==> src/sync_fifo.sv <==
`timescale 1ns/1ps

module sync_fifo #(
    parameter type T           = logic,
    parameter int  DEPTH       = 4,
    parameter int  FULL_MARGIN = 0
) (
    input  logic clk,
    input  logic i_rst_n,
    input  logic i_flush,
    input  logic i_push,
    input  T     i_data,
    output logic o_full,
    input  logic i_pop,
    output logic o_valid,
    output T     o_data
);

    localparam int PTR_W = (DEPTH > 1) ? $clog2(DEPTH) : 1;
    localparam int CNT_W = $clog2(DEPTH + 1);

    T                 mem [DEPTH];
    logic [PTR_W-1:0] wr_ptr;
    logic [PTR_W-1:0] rd_ptr;
    logic [CNT_W-1:0] count;

    // Full is raised FULL_MARGIN places early.
    assign o_full  = (count >= CNT_W'(DEPTH - FULL_MARGIN));
    assign o_valid = (count != '0);
    assign o_data  = mem[rd_ptr];

    always_ff @(posedge clk) begin
        if (!i_rst_n || i_flush) begin
            wr_ptr <= '0;
            rd_ptr <= '0;
            count  <= '0;
        end else begin
            if (i_push) begin
                wr_ptr <= (wr_ptr == PTR_W'(DEPTH - 1)) ? '0 : wr_ptr + 1'b1;
            end
            if (i_pop) begin
                rd_ptr <= (rd_ptr == PTR_W'(DEPTH - 1)) ? '0 : rd_ptr + 1'b1;
            end
            count <= count + CNT_W'(i_push) - CNT_W'(i_pop);
        end
    end

    always_ff @(posedge clk) begin
        if (i_push) begin
            mem[wr_ptr] <= i_data;
        end
    end

    // Callers must respect the occupancy they are given.
    a_no_overflow: assert property (@(posedge clk) disable iff (!i_rst_n)
        !(i_push && count == CNT_W'(DEPTH)));
    a_no_underflow: assert property (@(posedge clk) disable iff (!i_rst_n)
        !(i_pop && !o_valid));

endmodule

==> config.mk <==
export PLATFORM = sky130hd
export DESIGN_NAME = sync_fifo
export DESIGN_NICKNAME = d
export VERILOG_FILES = /design/src/sync_fifo.sv
export SDC_FILE = /design/constraint.sdc
export NUM_CORES = 1
export LEC_CHECK = 0
export CORE_AREA = 4 4 41 43
export DETAILED_ROUTE_END_ITERATION = 12
export DIE_AREA = 0 0 45 47
export DONT_BUFFER_PORTS = 1
export GPL_ROUTABILITY_DRIVEN = 0
export GPL_TIMING_DRIVEN = 1
export MAX_ROUTING_LAYER = met4
export PLACE_DENSITY = 0.6
export REMOVE_ABC_BUFFERS = 1
export SYNTH_ARGS = -nofsm -noshare
export SYNTH_HDL_FRONTEND = slang
export SYNTH_SLANG_ARGS = --single-unit
export TNS_END_PERCENT = 20
==> constraint.sdc <==
create_clock -name clk -period 2.4 [get_ports clk]
set_clock_uncertainty 0.15 [all_clocks]
set_input_delay 0 -clock clk [delete_from_list [all_inputs] [get_ports clk]]
set_output_delay 0 -clock clk [all_outputs]
set_load 0.005 [all_outputs]
==> reports/results.ini, run 1 <==
[detailed_routing]
drt_iter0_markers = 0
vias = 341
drc = 0
wl_per_cell_um = 10.9
routed_wl_um = 807
viasPerCell = 4.61
antenna_left = 0
drtPass1Iterations = 1

[synth]
synth_top_area_share_pct = 30.1
seq_area_frac_synth_pct = 50.1
ys_ff_latch = 13
synth_warnings = 0
ys_types = 16
postSynthAreaPerCell_um2 = 12.2
synthTopCellsByArea = dfxtp_1, edfxtp_1, ha_1
syn_inst = 49
synth_area_um2 = 599
yosysTopAreaCell = dfxtp_1

[pwr]
pwr-share-clk_pct = 30.5
ir_drop_mv = 0.318
p_comb_share_pct = 12.1
pwr-share-seq_pct = 57.4
p_int_uw = 330
p_sw_uw = 92.0
p_per_area_nw_per_um2 = 595
leakagePower_uw = 0.000307
swShare_pct = 21.8

[clock_network]
clk_path_buf_depth = 2
clockRootBuffer = clkbuf_4
path_clk_slew_ps = 70
clk_latency_ps = 260
cts_tree = yes
htree_levels = 1
cts-buffers-inserted = 3
postCtsSetupRepairBufs = 0
cts.sinks = 13

[setup_path]
crit_family = adder cells
cp-start-kind = input pin
worstPathMaxFanout = 4
max_stage_delay_ps = 600
path_cells = dlygate4sd3_1 -> ha_1 -> inv_1 -> ha_1 -> inv_1 -> fa_1 -> xnor3_1 -> nor2_1
critPathKind = in -> reg
worst-path-buf-inv = 3
cp-end-kind = register
arrival_ps = 1880
critPathRequiredTime_ps = 2410
crit_slowest_cell = dlygate4sd3_1

[floorplanning]
pin_count = 9
placementRows = 13
die_h_um = 47
core_area_um2 = 1300
die_w_um = 45
dieArea_um2 = 2120
start_util_pct = 46.1

[timing]
rsz0062_at_grt = false
period_share_pct = 78.3
hold_viol = 0
worstMarginPinSlew_ps = 244
relSlewSlack_pct = 83.7
maxSlewViolCount = 0
fin_setup_tns_ps = 0
period_needed_ps = 1880
max_freq_mhz = 532
finalSetupViolations = 0

[finish]
antenna_cells = 0
stdcell_area_um2 = 711
area_delta_synth_final_pct = 18.6
finish.net_count = 74
drive_above_1_share_pct = 8.47

[global_routing]
grt_max_degree = 9
grt_pass1_wl_um = 1420
grt_remaining_overflow = 0
grt_pass1_vias = 359
track_usage_pct = 9.95
antenna_found_initial = 0

[flow_run]
drv_cap = 0

[outcome]
status = finished, final reports clean

[placement]
placed_cell_area_um2 = 614
portBuffers = 0
dp_hpwl_um = 597

[worst_hold_path]
hp-class = in -> reg

## worst register-to-register path, stage by stage (launching register included)
cell and delay (ps):
dfxtp_1 330, inv_1 40, ha_1 260, inv_1 60, ha_1 130, inv_1 50, fa_1 350, xnor3_1 360
nor2_1 40
## Yosys cell counts
master / instances
a21oi_1: 1
dfxtp_1: 9
or3_1: 1
nand2b_1: 3
mux4_2: 1
edfxtp_1: 4
xnor3_1: 1
mux2i_1: 2
clkbuf_1: 1
ha_1: 7
nor2_1: 5
fa_1: 1
inv_1: 6
and2_1: 4
a21oi_2: 1
or3b_1: 2
## cell type report
| type | instances | area (um^2) |
|---|---|---|
| tap | 15 | 18.8 |
| clock buffer | 4 | 26.3 |
| sequential | 13 | 300 |
| timing repair buffer | 7 | 70.1 |
| fill | 118 | 591 |
| multi-input combinational | 29 | 273 |
| inverter | 6 | 22.5 |
## final timing paths
kind | startpoint | end | slack, ps | cells after the start
worst min-delay path | i_data | mem[3]$_DFFE_PP_ | 290 | 1
worst max-delay path | i_pop | count[2]$_SDFF_PP0_ | 520 | 8
worst min register to register | rd_ptr[1]$_SDFFE_PP0P_ | register | 400 | 2
worst max register to register | count[0]$_SDFF_PP0_ | count[2]$_SDFF_PP0_ | 530 | 8
## stage by stage
step	hold WS, ps	utilization (%)	cells	setup WS (ps)	total power (uW)
2_1_floorplan	-51.1	-	48	599	283
3_3_place_gp	-50.9	47.2	63	580	287
3_5_place_dp	-50.9	47.2	63	529	289
4_1_cts	292	54.6	74	520	432
5_1_grt	299	54.6	74	444	447
6_report	294	54.6	74	521	423
## power groups by stage
stage,clock network [uW],registers (uW),logic [uW]
2_1_floorplan,0,246,36.5
3_3_place_gp,0,247,39.5
3_5_place_dp,0,248,41.0
4_1_cts,137,243,52.2
5_1_grt,144,245,58.0
6_report,129,243,51.2
## cell families after synthesis
kind of cell	share of synthesized area (%)
simple gates	14.4
fa+ha+maj	18.0
mux	7.10
xor+xnor	3.76
buf+inv	4.38
compound gates	2.30
flops	50.1
## placed cells by master, fill, tap and decap left out
cell,n
or3b_1,2
a21oi_2,1
fa_1,1
clkbuf_1,1
ha_1,7
a21oi_1,1
nand2b_1,3
nor2_1,5
inv_1,6
clkbuf_4,3
edfxtp_1,4
dfxtp_1,9
mux4_2,1
or3_1,1
mux2i_1,2
dlygate4sd3_1,7
and2_1,4
xnor3_1,1
## layer usage
layer / GRT usage, % / up-vias / routed length [um]
met2: 15.0 / 6 / 395
met3: 4.21 / 0 / 45
met1: 11.2 / 155 / 366
met4: 5.26 / 0 / 0
li1: - / 180 / -
met5: - / - / 0
## what timing repair did
item | 4_1_cts | 5_1_grt
gates resized for setup | 0 | 0
hold buffers | 7 | 0
endpoints found under the hold margin | 17 | 0
Note: power is estimated with default switching activity, not from simulation.
==> inputs of run 2 (changes only) <==
Settings changed: ABC_AREA set to 1, PLACE_DENSITY 0.6 to 0.62.
Clock period 2.4 ns to 1.8 ns, I/O delays scaled along.
==> run 2 against run 1 <==
First-iteration DRC count unchanged; critical path depth down 1; global-route usage rose by 0.79 points; clock power grew 33%; core utilization grew 1.8 points; non-clock buffer count shrank 1; cell count up 30%; clock-buffer cell count shrank 1.
==> reports/results.ini, run 2 <==
[outcome]
status = finished, final reports clean

[finish]
finish.net_count = 96  ; +30%
regArea_um2 = 300  ; unchanged
layout_common_cells = inv_1, nand2_1, dfxtp_1
drive_above_1_share_pct = 11.1  ; +2.6 points
area_delta_synth_final_pct = 17.4
final_cells = 96  ; +30%
multi_input_area_um2 = 260  ; -4.6%
fillCellCount = 132  ; +12%
antenna_cells = 0  ; unchanged
layout_commonest_cell = inv_1

[clock_network]
clockRootBuffer = clkbuf_4
cts_tree = yes
clk_latency_ps = 270  ; about the same
htree_levels = 1  ; unchanged
path_clk_slew_ps = 80  ; about the same
cts.sinks = 13  ; unchanged
cts-buffers-inserted = 3  ; unchanged
postCtsSetupRepairBufs = 0  ; unchanged
clk_path_buf_depth = 2  ; unchanged

[synth]
synthTopCellsByArea = dfxtp_1, edfxtp_1, ha_1
seq_area_frac_synth_pct = 48.0  ; -2.1 points
postSynthAreaPerCell_um2 = 8.69  ; -29%
ys_types = 15  ; -1
synth_area_um2 = 626  ; +4.4%
synth-edff-count = 4  ; unchanged
syn_inst = 72  ; +47%
ys_async_sr_fraction_pct = 0  ; unchanged
synth_ff_type = dfxtp_1
ys_ff_latch = 13  ; unchanged
synth_common_cells = inv_1, nand2_1, dfxtp_1, ha_1, nor2_1
yosysMostFrequentCell = inv_1
synth_top_area_share_pct = 28.8  ; -1.3 points
yosysTopAreaCell = dfxtp_1
synth_warnings = 0  ; unchanged

[detailed_routing]
wl_per_cell_um = 8.58  ; -21%
antenna_left = 0  ; unchanged
drt_iter0_markers = 0  ; unchanged
drc = 0  ; unchanged
vias = 423  ; +24%
viasPerCell = 4.41  ; -4.4%
drtPass1Iterations = 1  ; unchanged
routed_wl_um = 824  ; +2.1%

[floorplanning]
die_w_um = 45  ; unchanged
dieArea_um2 = 2120  ; unchanged
core_area_um2 = 1300  ; unchanged
start_util_pct = 48.1  ; +2.0 points
placementRows = 13  ; unchanged
pin_count = 9  ; unchanged
die_h_um = 47  ; unchanged

[worst_hold_path]
hp-class = in -> reg

[timing]
fin_setup_tns_ps = 0  ; unchanged
whs_ps = 284  ; -9.37 ps
maxSlewViolCount = 0  ; unchanged
setup_ws_ps = 131  ; -390 ps
hold_viol = 0  ; unchanged
rsz0062_at_grt = false
max_freq_mhz = 599
worstMarginPinSlew_ps = 221  ; -22.8 ps
relSlewSlack_pct = 85.2  ; +1.5 points
period_share_pct = 92.7
period_needed_ps = 1670
finalSetupViolations = 0  ; unchanged

[placement]
place_inst = 86  ; +37%
place_ws_ps = 133  ; -395 ps
dp_hpwl_um = 654  ; +9.6%
portBuffers = 0  ; unchanged

[pwr]
ir_drop_mv = 0.345  ; +8.4%
power.total_uw = 567  ; +34%
leakagePower_uw = 0.000360  ; +17%
p_per_area_nw_per_um2 = 772  ; +30%

[setup_path]
arrival_ps = 1680  ; -200 ps
critPathRequiredTime_ps = 1820  ; -590 ps
worstPathMaxFanout = 2  ; -2
cp-end-kind = register
rrSetupSlack_ps = 130  ; -400 ps
critPathKind = reg -> reg
cp-start-kind = register

[global_routing]
grt_pass1_wl_um = 1520  ; +6.8%
track_usage_pct = 10.7  ; +0.79 points
grt_max_degree = 9  ; unchanged
grt_remaining_overflow = 0  ; unchanged
grt_pass1_vias = 413  ; +15%
antenna_found_initial = 0  ; unchanged

[flow_run]
drv_cap = 0  ; unchanged

[run 2: layout make-up]
| cell class | instances | area share (%) |
|---|---|---|
| Timing Repair Buffer | 6 | 8.18 |
| Multi-Input combinational cell | 40 | 35.4 |
| Sequential cell | 13 | 40.9 |
| Clock inverter | 1 | 0.681 |
| Tap cell | 15 | 2.56 |
| Inverter | 18 | 9.20 |
| Clock buffer | 3 | 3.07 |
[run 2: logic make-up (layout without fill, tap and decap cells)]
kind of cell	Yosys count	in the layout	share of synthesized area (%)
adder cells (fa/ha/maj)	8	8	17.2
AO/OA/AOI/OAI	9	9	7.60
buffers and inverters	19	28	11.4
flip-flops	13	13	48.0
AND/OR/NAND/NOR	23	23	15.8
[run 2: critical path, stage by stage (launching register included)]
cell and delay, ps:
dfxtp_1 320, inv_1 50, ha_1 260, inv_1 50
ha_1 130, inv_1 50, fa_2 510, nor2_1 40
[run 2: timing repair]
| action | 4_1_cts | 5_1_grt |
|---|---|---|
| endpoints found under the hold margin | 17 | 0 |
| resized for setup | 0 | 2 |
| endpoints found under the setup margin | 0 | 1 |
| hold buffers | 6 | 0 |
[run 2: stage by stage]
stage | instance area (um^2) | utilization (%)
finish | 734 | 56.4
global route | 734 | 56.4
CTS | 728 | 56.0
detailed placement | 641 | 49.2
global placement | 641 | 49.2
floorplan | 622 | -
[run 2: routing by layer]
layer	part of all wire, %	up-vias	global-route usage, %
met5	0	-	-
met4	1.3	0	7.02
met3	4.5	2	4.60
met2	50	5	16.4
met1	44	181	11.3
li1	-	235	-
[run 2: worst paths after layout]
check / depth (start not counted) / startpoint / end
worst min-delay path: 1 / i_data / mem[3]$_DFFE_PP_
worst max-delay path: 7 / count[0]$_SDFF_PP0_ / count[1]$_SDFF_PP0_
worst min register to register: 2 / rd_ptr[0]$_SDFFE_PP0P_ / register
worst max register to register: 7 / count[0]$_SDFF_PP0_ / count[1]$_SDFF_PP0_
[run 2: report_power, final]
| group | total (uW) | switching (uW) | internal [uW] |
|---|---|---|---|
| clock | 172 | 90.2 | 82.1 |
| sequential | 323 | 8.58 | 314 |
| combinational | 71.3 | 39.3 | 32.0 |
