## src/ieu_pkg.sv

```systemverilog
package ieu_pkg;

    // ~~~~~~~~~~~~~~~~~~~~~~~~~~~~~~~~~~~~~~~~~~~~~~~~~~~~~~~~~~
    // Widths.
    // ~~~~~~~~~~~~~~~~~~~~~~~~~~~~~~~~~~~~~~~~~~~~~~~~~~~~~~~~~~
    localparam int DATA_WIDTH = 32;
    localparam int ADDR_WIDTH = 32;
    localparam int TAG_WIDTH  = 6;

    // RV32I major opcodes handled by the integer lanes.
    typedef enum logic [6:0] {
        OPCODE_OP    = 7'b0110011,
        OPCODE_OPIMM = 7'b0010011,
        OPCODE_LUI   = 7'b0110111,
        OPCODE_AUIPC = 7'b0010111
    } opcode_e;

    // Encodings of insn[14:12] for OP and OP-IMM.
    typedef enum logic [2:0] {
        FUNCT3_ADD  = 3'b000,
        FUNCT3_SLL  = 3'b001,
        FUNCT3_SLT  = 3'b010,
        FUNCT3_SLTU = 3'b011,
        FUNCT3_XOR  = 3'b100,
        FUNCT3_SR   = 3'b101,
        FUNCT3_OR   = 3'b110,
        FUNCT3_AND  = 3'b111
    } funct3_e;

    // Internal ALU function codes.
    typedef enum logic [3:0] {
        ALU_ADD, ALU_SUB, ALU_SLL, ALU_SLT, ALU_SLTU, ALU_XOR,
        ALU_SRL, ALU_SRA, ALU_OR, ALU_AND, ALU_LUI, ALU_AUIPC
    } alu_op_e;

    // ~~~~~~~~~~~~~~~~~~~~~~~~~~~~~~~~~~~~~~~~~~~~~~~~~~~~~~~~~~
    // Packets.
    // ~~~~~~~~~~~~~~~~~~~~~~~~~~~~~~~~~~~~~~~~~~~~~~~~~~~~~~~~~~
    typedef struct packed {
        opcode_e                       opcode;
        logic [ADDR_WIDTH-1:0]         iaddr;
        logic [31:0]                   insn;
        logic [1:0]                    src_rdy;
        logic [1:0][DATA_WIDTH-1:0]    src_data;
        logic [1:0][TAG_WIDTH-1:0]     src_tag;
        logic [TAG_WIDTH-1:0]          dst_tag;
    } rs_dispatch_t;

    // Operands fully resolved.
    typedef struct packed {
        opcode_e                       opcode;
        logic [ADDR_WIDTH-1:0]         iaddr;
        logic [31:0]                   insn;
        logic [1:0][DATA_WIDTH-1:0]    src_data;
        logic [TAG_WIDTH-1:0]          dst_tag;
    } issue_t;

    typedef struct packed {
        logic                          valid;
        logic [TAG_WIDTH-1:0]          tag;
        logic [DATA_WIDTH-1:0]         data;
    } cdb_pkt_t;

endpackage

```

## src/rs_issue.sv

```systemverilog
`timescale 1ns/1ps

module rs_issue #(
    parameter int NUM_LANES = 2,
    parameter int RS_DEPTH  = 8
) (
    input  logic                  clk,
    input  logic                  i_rst_n,
    input  logic                  i_flush,
    input  logic                  i_in_valid,
    input  ieu_pkg::rs_dispatch_t i_in,
    output logic                  o_in_pop,
    input  ieu_pkg::cdb_pkt_t     i_cdb,
    input  logic [NUM_LANES-1:0]  i_lane_ready,
    output logic [NUM_LANES-1:0]  o_issue_valid,
    output ieu_pkg::issue_t       o_issue
);

    import ieu_pkg::*;

    localparam int IDX_W = (RS_DEPTH > 1) ? $clog2(RS_DEPTH) : 1;

    // Age counts the younger valid slots, so the oldest has the largest.
    logic [RS_DEPTH-1:0] slot_valid;
    logic [IDX_W-1:0]    slot_age [RS_DEPTH];
    rs_dispatch_t        slot_uop [RS_DEPTH];

    logic                free_found;
    logic [IDX_W-1:0]    free_idx;
    logic                iss_found;
    logic [IDX_W-1:0]    iss_idx;
    logic [IDX_W-1:0]    iss_age;
    logic                issue_fire;
    rs_dispatch_t        in_woken;

    // ~~~~~~~~~~~~~~~~~~~~~~~~~~~~~~~~~~~~~~~~~~~~~~~~~~~~~~~~~~
    // Capture side.
    // ~~~~~~~~~~~~~~~~~~~~~~~~~~~~~~~~~~~~~~~~~~~~~~~~~~~~~~~~~~
    always_comb begin
        free_found = 1'b0;
        free_idx   = '0;
        for (int i = 0; i < RS_DEPTH; i++) begin
            if (!slot_valid[i] && !free_found) begin
                free_found = 1'b1;
                free_idx   = IDX_W'(i);
            end
        end
    end

    assign o_in_pop = i_in_valid && free_found;

    // Catch a broadcast in the same cycle as capture.
    always_comb begin
        in_woken = i_in;
        for (int s = 0; s < 2; s++) begin
            if (!i_in.src_rdy[s] && i_cdb.valid && i_cdb.tag == i_in.src_tag[s]) begin
                in_woken.src_rdy[s]  = 1'b1;
                in_woken.src_data[s] = i_cdb.data;
            end
        end
    end

    // ~~~~~~~~~~~~~~~~~~~~~~~~~~~~~~~~~~~~~~~~~~~~~~~~~~~~~~~~~~
    // Issue side.
    // ~~~~~~~~~~~~~~~~~~~~~~~~~~~~~~~~~~~~~~~~~~~~~~~~~~~~~~~~~~
    always_comb begin
        iss_found = 1'b0;
        iss_idx   = '0;
        iss_age   = '0;
        for (int i = 0; i < RS_DEPTH; i++) begin
            if (slot_valid[i] && (&slot_uop[i].src_rdy)
                    && (!iss_found || slot_age[i] > iss_age)) begin
                iss_found = 1'b1;
                iss_idx   = IDX_W'(i);
                iss_age   = slot_age[i];
            end
        end
    end

    // Lowest ready lane wins.
    always_comb begin
        o_issue_valid = '0;
        for (int l = 0; l < NUM_LANES; l++) begin
            if (iss_found && i_lane_ready[l] && o_issue_valid == '0) begin
                o_issue_valid[l] = 1'b1;
            end
        end
    end

    assign issue_fire = |o_issue_valid;

    always_comb begin
        o_issue.opcode   = slot_uop[iss_idx].opcode;
        o_issue.iaddr    = slot_uop[iss_idx].iaddr;
        o_issue.insn     = slot_uop[iss_idx].insn;
        o_issue.src_data = slot_uop[iss_idx].src_data;
        o_issue.dst_tag  = slot_uop[iss_idx].dst_tag;
    end

    always_ff @(posedge clk) begin
        if (!i_rst_n || i_flush) begin
            slot_valid <= '0;
            for (int i = 0; i < RS_DEPTH; i++) begin
                slot_age[i] <= '0;
            end
        end else begin
            for (int i = 0; i < RS_DEPTH; i++) begin
                if (issue_fire && IDX_W'(i) == iss_idx) begin
                    slot_valid[i] <= 1'b0;
                end else if (slot_valid[i]) begin
                    if (o_in_pop && !(issue_fire && slot_age[i] > iss_age)) begin
                        slot_age[i] <= slot_age[i] + 1'b1;
                    end else if (!o_in_pop && issue_fire && slot_age[i] > iss_age) begin
                        slot_age[i] <= slot_age[i] - 1'b1;
                    end
                end
            end
            if (o_in_pop) begin
                slot_valid[free_idx] <= 1'b1;
                slot_age[free_idx]   <= '0;
            end
        end
    end

    // Wake-up by tag, then capture into the free slot.
    always_ff @(posedge clk) begin
        for (int i = 0; i < RS_DEPTH; i++) begin
            for (int s = 0; s < 2; s++) begin
                if (slot_valid[i] && !slot_uop[i].src_rdy[s] && i_cdb.valid
                        && i_cdb.tag == slot_uop[i].src_tag[s]) begin
                    slot_uop[i].src_rdy[s]  <= 1'b1;
                    slot_uop[i].src_data[s] <= i_cdb.data;
                end
            end
        end
        if (o_in_pop) begin
            slot_uop[free_idx] <= in_woken;
        end
    end

    // Ages of the valid slots stay below their count.
    a_issue_age: assert property (@(posedge clk) disable iff (!i_rst_n)
        issue_fire |-> int'(slot_age[iss_idx]) < $countones(slot_valid));

endmodule

```

## config.mk

```make
export PLATFORM = sky130hd
export DESIGN_NAME = rs_issue
export DESIGN_NICKNAME = d
export VERILOG_FILES = /design/src/ieu_pkg.sv /design/src/rs_issue.sv
export SDC_FILE = /design/constraint.sdc
export NUM_CORES = 2
export LEC_CHECK = 0
export BUFFER_PORTS_ARGS = -buffer_cell sky130_fd_sc_hd__buf_4
export CORE_MARGIN = 5
export CORE_UTILIZATION = 35
export DETAILED_ROUTE_END_ITERATION = 16
export PLACE_DENSITY = 0.49
export RECOVER_POWER = 100
export SETUP_SLACK_MARGIN = 0.15
export SYNTH_ARGS = -nofsm -noshare
export SYNTH_HDL_FRONTEND = slang
export SYNTH_SLANG_ARGS = --single-unit
```

## constraint.sdc

```tcl
create_clock -name clk -period 15 [get_ports clk]
set_input_delay 0.75 -clock clk [delete_from_list [all_inputs] [get_ports clk]]
set_output_delay 0.75 -clock clk [all_outputs]
set_load 0.01 [all_outputs]
```

==> impl_metrics.yaml <==
place:
  dp_hpwl_mm: 106
  place_area_mm2: 0.0631
  port_buffers: 343
  gp_congestion: 0.790
worst_setup_path:
  required_ns: 14.25
  cp_max_fo: 41
  start_kind: "flip-flop"
  slowest_stage: "or3_4"
  crit_top_cell: "ha_1"
  crit_type: "flip-flop to primary output"
  slowest_delay_ns: 0.76
  critPathArrivalTime_ns: 13.30
  endpoint_kind: "primary output"
final_layout:
  fin_nets: 4674
  drive_gt1_share_pct: 23.4
  fin_area_mm2: 0.0668
  syn_to_final_growth_pct: 15.1
clocking:
  cts_hold_repair.buffers: 0
  clock_path_buffers: 3
  cts_tree: "built"
  cts_root_buf: "clkbuf_16"
  clk-insertion-delay-late_ns: 0.79
  clkSinkCount: 1272
  htreeDepth: 4
  path_clk_slew_ns: 0.06
  numCtsBuffers: 147
outcome:
  outcome: "complete, but fails checks"
  violations: "max-capacitance violations, max-slew violations"
logic_synthesis:
  synth.distinct_cells: 75
  synth-seq-cells: 1272
  postSynthAreaPerCell_um2: 14.0
  synth_cells: 4142
  async_flop_share_pct: 0
  synth.cell_area_mm2: 0.0581
  synth_edf_count: 1224
  seq_area_frac_synth_pct: 65.0
  ys.flop_type: "edfxtp_1"
  syn-num-nets: 4387
  yosys_warnings: 0
sta:
  rsz0062_at_grt: "no"
  fin_crit_ns: 14.05
  report.final.slew_viol_count: 1831
  max_freq_mhz: 71.2
  tightest_slew_ns: 4.20
  finalSetupViolCount: 0
  tns_ns: 0
  fin_worst_skew_ns: 0.0359
  max-slew-margin-rel_pct: -180
  holdWs_ns: 0.319
  fin_crit_sh_pct: 93.7
  hold_violations: 0
floorplanning:
  rows: 149
  die-area_mm2: 0.174
  die_w_um: 417
  die_y_um: 417
  ios: 344
  core_area_mm2: 0.165
  start_util_pct: 35.2
routing:
  wl_per_cell_um: 28.1
  first_pass_iters: 7
  routed_wl_mm: 190
  vias: 37400
  via_per_inst: 5.54
  dr.first_iter.drc_count: 3133
  drc: 0
  ant_nets: 0
grt:
  grt_pass1_wl_mm: 270
  track_usage_pct: 21.2
  grt_pass1_vias: 37300
  grt-ovfl-total: 0
  antenna_found_initial: 33
  grt_max_degree: 108
pwr:
  ir_drop_mv: 0.114
  total_power_mw: 7.80
  power_density_mw_per_mm2: 117
  leakage_nw: 21.9
flow_run:
  maxCapViolCount: 51
hold_path:
  hold_path_class: "input port to flip-flop"
==> cell usage in the layout (no fill, tap or decap), types with 11 or more instances in the layout <==
cell | Yosys | layout
edfxtp_1 | 1224 | 1224
mux2i_1 | 19 | 19
xnor2_1 | 70 | 70
clkbuf_1 | 164 | 304
ha_1 | 38 | 38
nand4_1 | 16 | 16
a222oi_1 | 22 | 22
dfxtp_1 | 48 | 48
a221o_1 | 16 | 16
a21o_2 | 0 | 13
buf_4 | 12 | 173
nor2_1 | 33 | 29
diode_2 | 0 | 19
a221oi_1 | 88 | 88
clkbuf_16 | 0 | 150
mux2_2 | 542 | 538
a211oi_1 | 49 | 49
nor4_1 | 21 | 20
nor3_1 | 18 | 18
a22oi_1 | 111 | 111
inv_1 | 52 | 46
o21ai_0 | 45 | 40
nand2_1 | 422 | 417
and3_1 | 108 | 106
clkinv_1 | 1 | 31
buf_12 | 0 | 11
o22ai_1 | 17 | 17
a21oi_1 | 518 | 517
a31oi_1 | 31 | 30
nand3_1 | 50 | 49
xor2_1 | 45 | 45
a221oi_2 | 88 | 88
==> cells by family after synthesis <==
| kind of cell | after synthesis | share of synthesized area (%) |
|---|---|---|
| flip-flops | 1272 | 65.0 |
| AO/OA/AOI/OAI | 1066 | 12.9 |
| AND/OR/NAND/NOR | 727 | 5.82 |
| multiplexers | 561 | 10.8 |
| buffers and inverters | 355 | 2.65 |
| XOR/XNOR | 115 | 1.73 |
| adder cells (fa/ha/maj) | 46 | 1.08 |
==> per-layer routing <==
metal / share of wire [%] / track usage, % / vias to the layer above
met4: 3.7 / 8.25 / 4
met3: 4.8 / 3.45 / 296
met2: 50 / 36.2 / 1064
met5: 0.013 / 0 / -
li1: - / - / 16900
met1: 42 / 27.0 / 19200
==> what timing repair did <==
| action | CTS | global route |
|---|---|---|
| setup endpoints to repair | 0 | 138 |
| buffers inserted | 0 | 4 |
| resized for setup | 0 | 14 |
==> layout make-up <==
type / instances / area, um2
clock buffer: 206 / 3970
tap: 2189 / 2740
multi-input combinational: 2517 / 19000
timing repair buffer: 438 / 2540
fill: 15600 / 98200
inverter: 53 / 208
clock inverter: 61 / 612
sequential: 1272 / 37700
antenna: 19 / 47.5
==> sequential cells by signal, summed over array words and instances (netlist names) <==
signal,cells
slot_uop,1240
slot_valid,8
slot_age,24
==> cells in the mapped netlist, types with 9 or more instances <==
library cell | number | share of area (%)
a21o_1 | 20 | 0.26
xor2_1 | 45 | 0.68
inv_1 | 52 | 0.34
a22oi_1 | 111 | 1.4
nor2_1 | 33 | 0.21
a221oi_1 | 88 | 1.3
a221o_1 | 16 | 0.28
buf_2 | 57 | 0.49
a31oi_1 | 31 | 0.33
buf_4 | 12 | 0.16
nand4_1 | 16 | 0.17
dfxtp_1 | 48 | 1.7
a211oi_1 | 49 | 0.63
a221oi_2 | 88 | 2.3
nor4_1 | 21 | 0.23
xnor2_1 | 70 | 1.1
nand3_1 | 50 | 0.43
edfxtp_1 | 1224 | 63
clkbuf_1 | 164 | 1.1
o22ai_1 | 17 | 0.18
a222oi_1 | 22 | 0.38
buf_1 | 57 | 0.37
and2_1 | 12 | 0.13
nand2_1 | 422 | 2.7
mux2_2 | 542 | 11
mux2i_1 | 19 | 0.33
buf_6 | 12 | 0.23
and3_1 | 108 | 1.2
o21a_1 | 9 | 0.12
nor3_1 | 18 | 0.16
ha_1 | 38 | 0.82
a21oi_1 | 518 | 4.5
o21ai_0 | 45 | 0.39
==> per-stage QoR <==
stage               cells  util [%]  setup slack [ns]
finish               6755      40.5             0.950
global route         6750      40.5             0.137
CTS                  6730      41.0             0.591
detailed placement   6463      38.2              1.51
global placement     6463      38.2              1.67
floorplan            4142         -              3.40
==> power breakdown <==
| group | leakage, nW | internal (mW) | total (mW) | switching, mW |
|---|---|---|---|---|
| Clock | 2.21 | 1.98 | 3.46 | 1.48 |
| Sequential | 11.5 | 3.94 | 3.96 | 0.0118 |
| Combinational | 8.15 | 0.151 | 0.383 | 0.233 |
| Total | 21.9 | 6.08 | 7.80 | 1.73 |
==> worst max-delay path, delay by kind of cell (launching register included) <==
kind / cells / cell delay, ns
and+or+nand+nor: 13 / 2.77
AOI/OAI and AO/OA: 21 / 4.79
adders and majority gates: 7 / 2.09
DFF: 1 / 0.50
buffers and inverters: 4 / 1.08
muxes: 3 / 1.18
==> worst paths after layout <==
path,start,end,slack (ns),cells past startpoint
setup / recovery,slot_valid[0],o_issue[23],0.95,48
hold / removal,i_in[103],slot_uop[0][103],0.32,1
hold reg to reg,slot_age[0][0],slot_age[0][0],0.50,1
setup reg to reg,slot_valid[0],slot_age[3][2],1.45,54
Note: power is estimated with default switching activity, not from simulation.
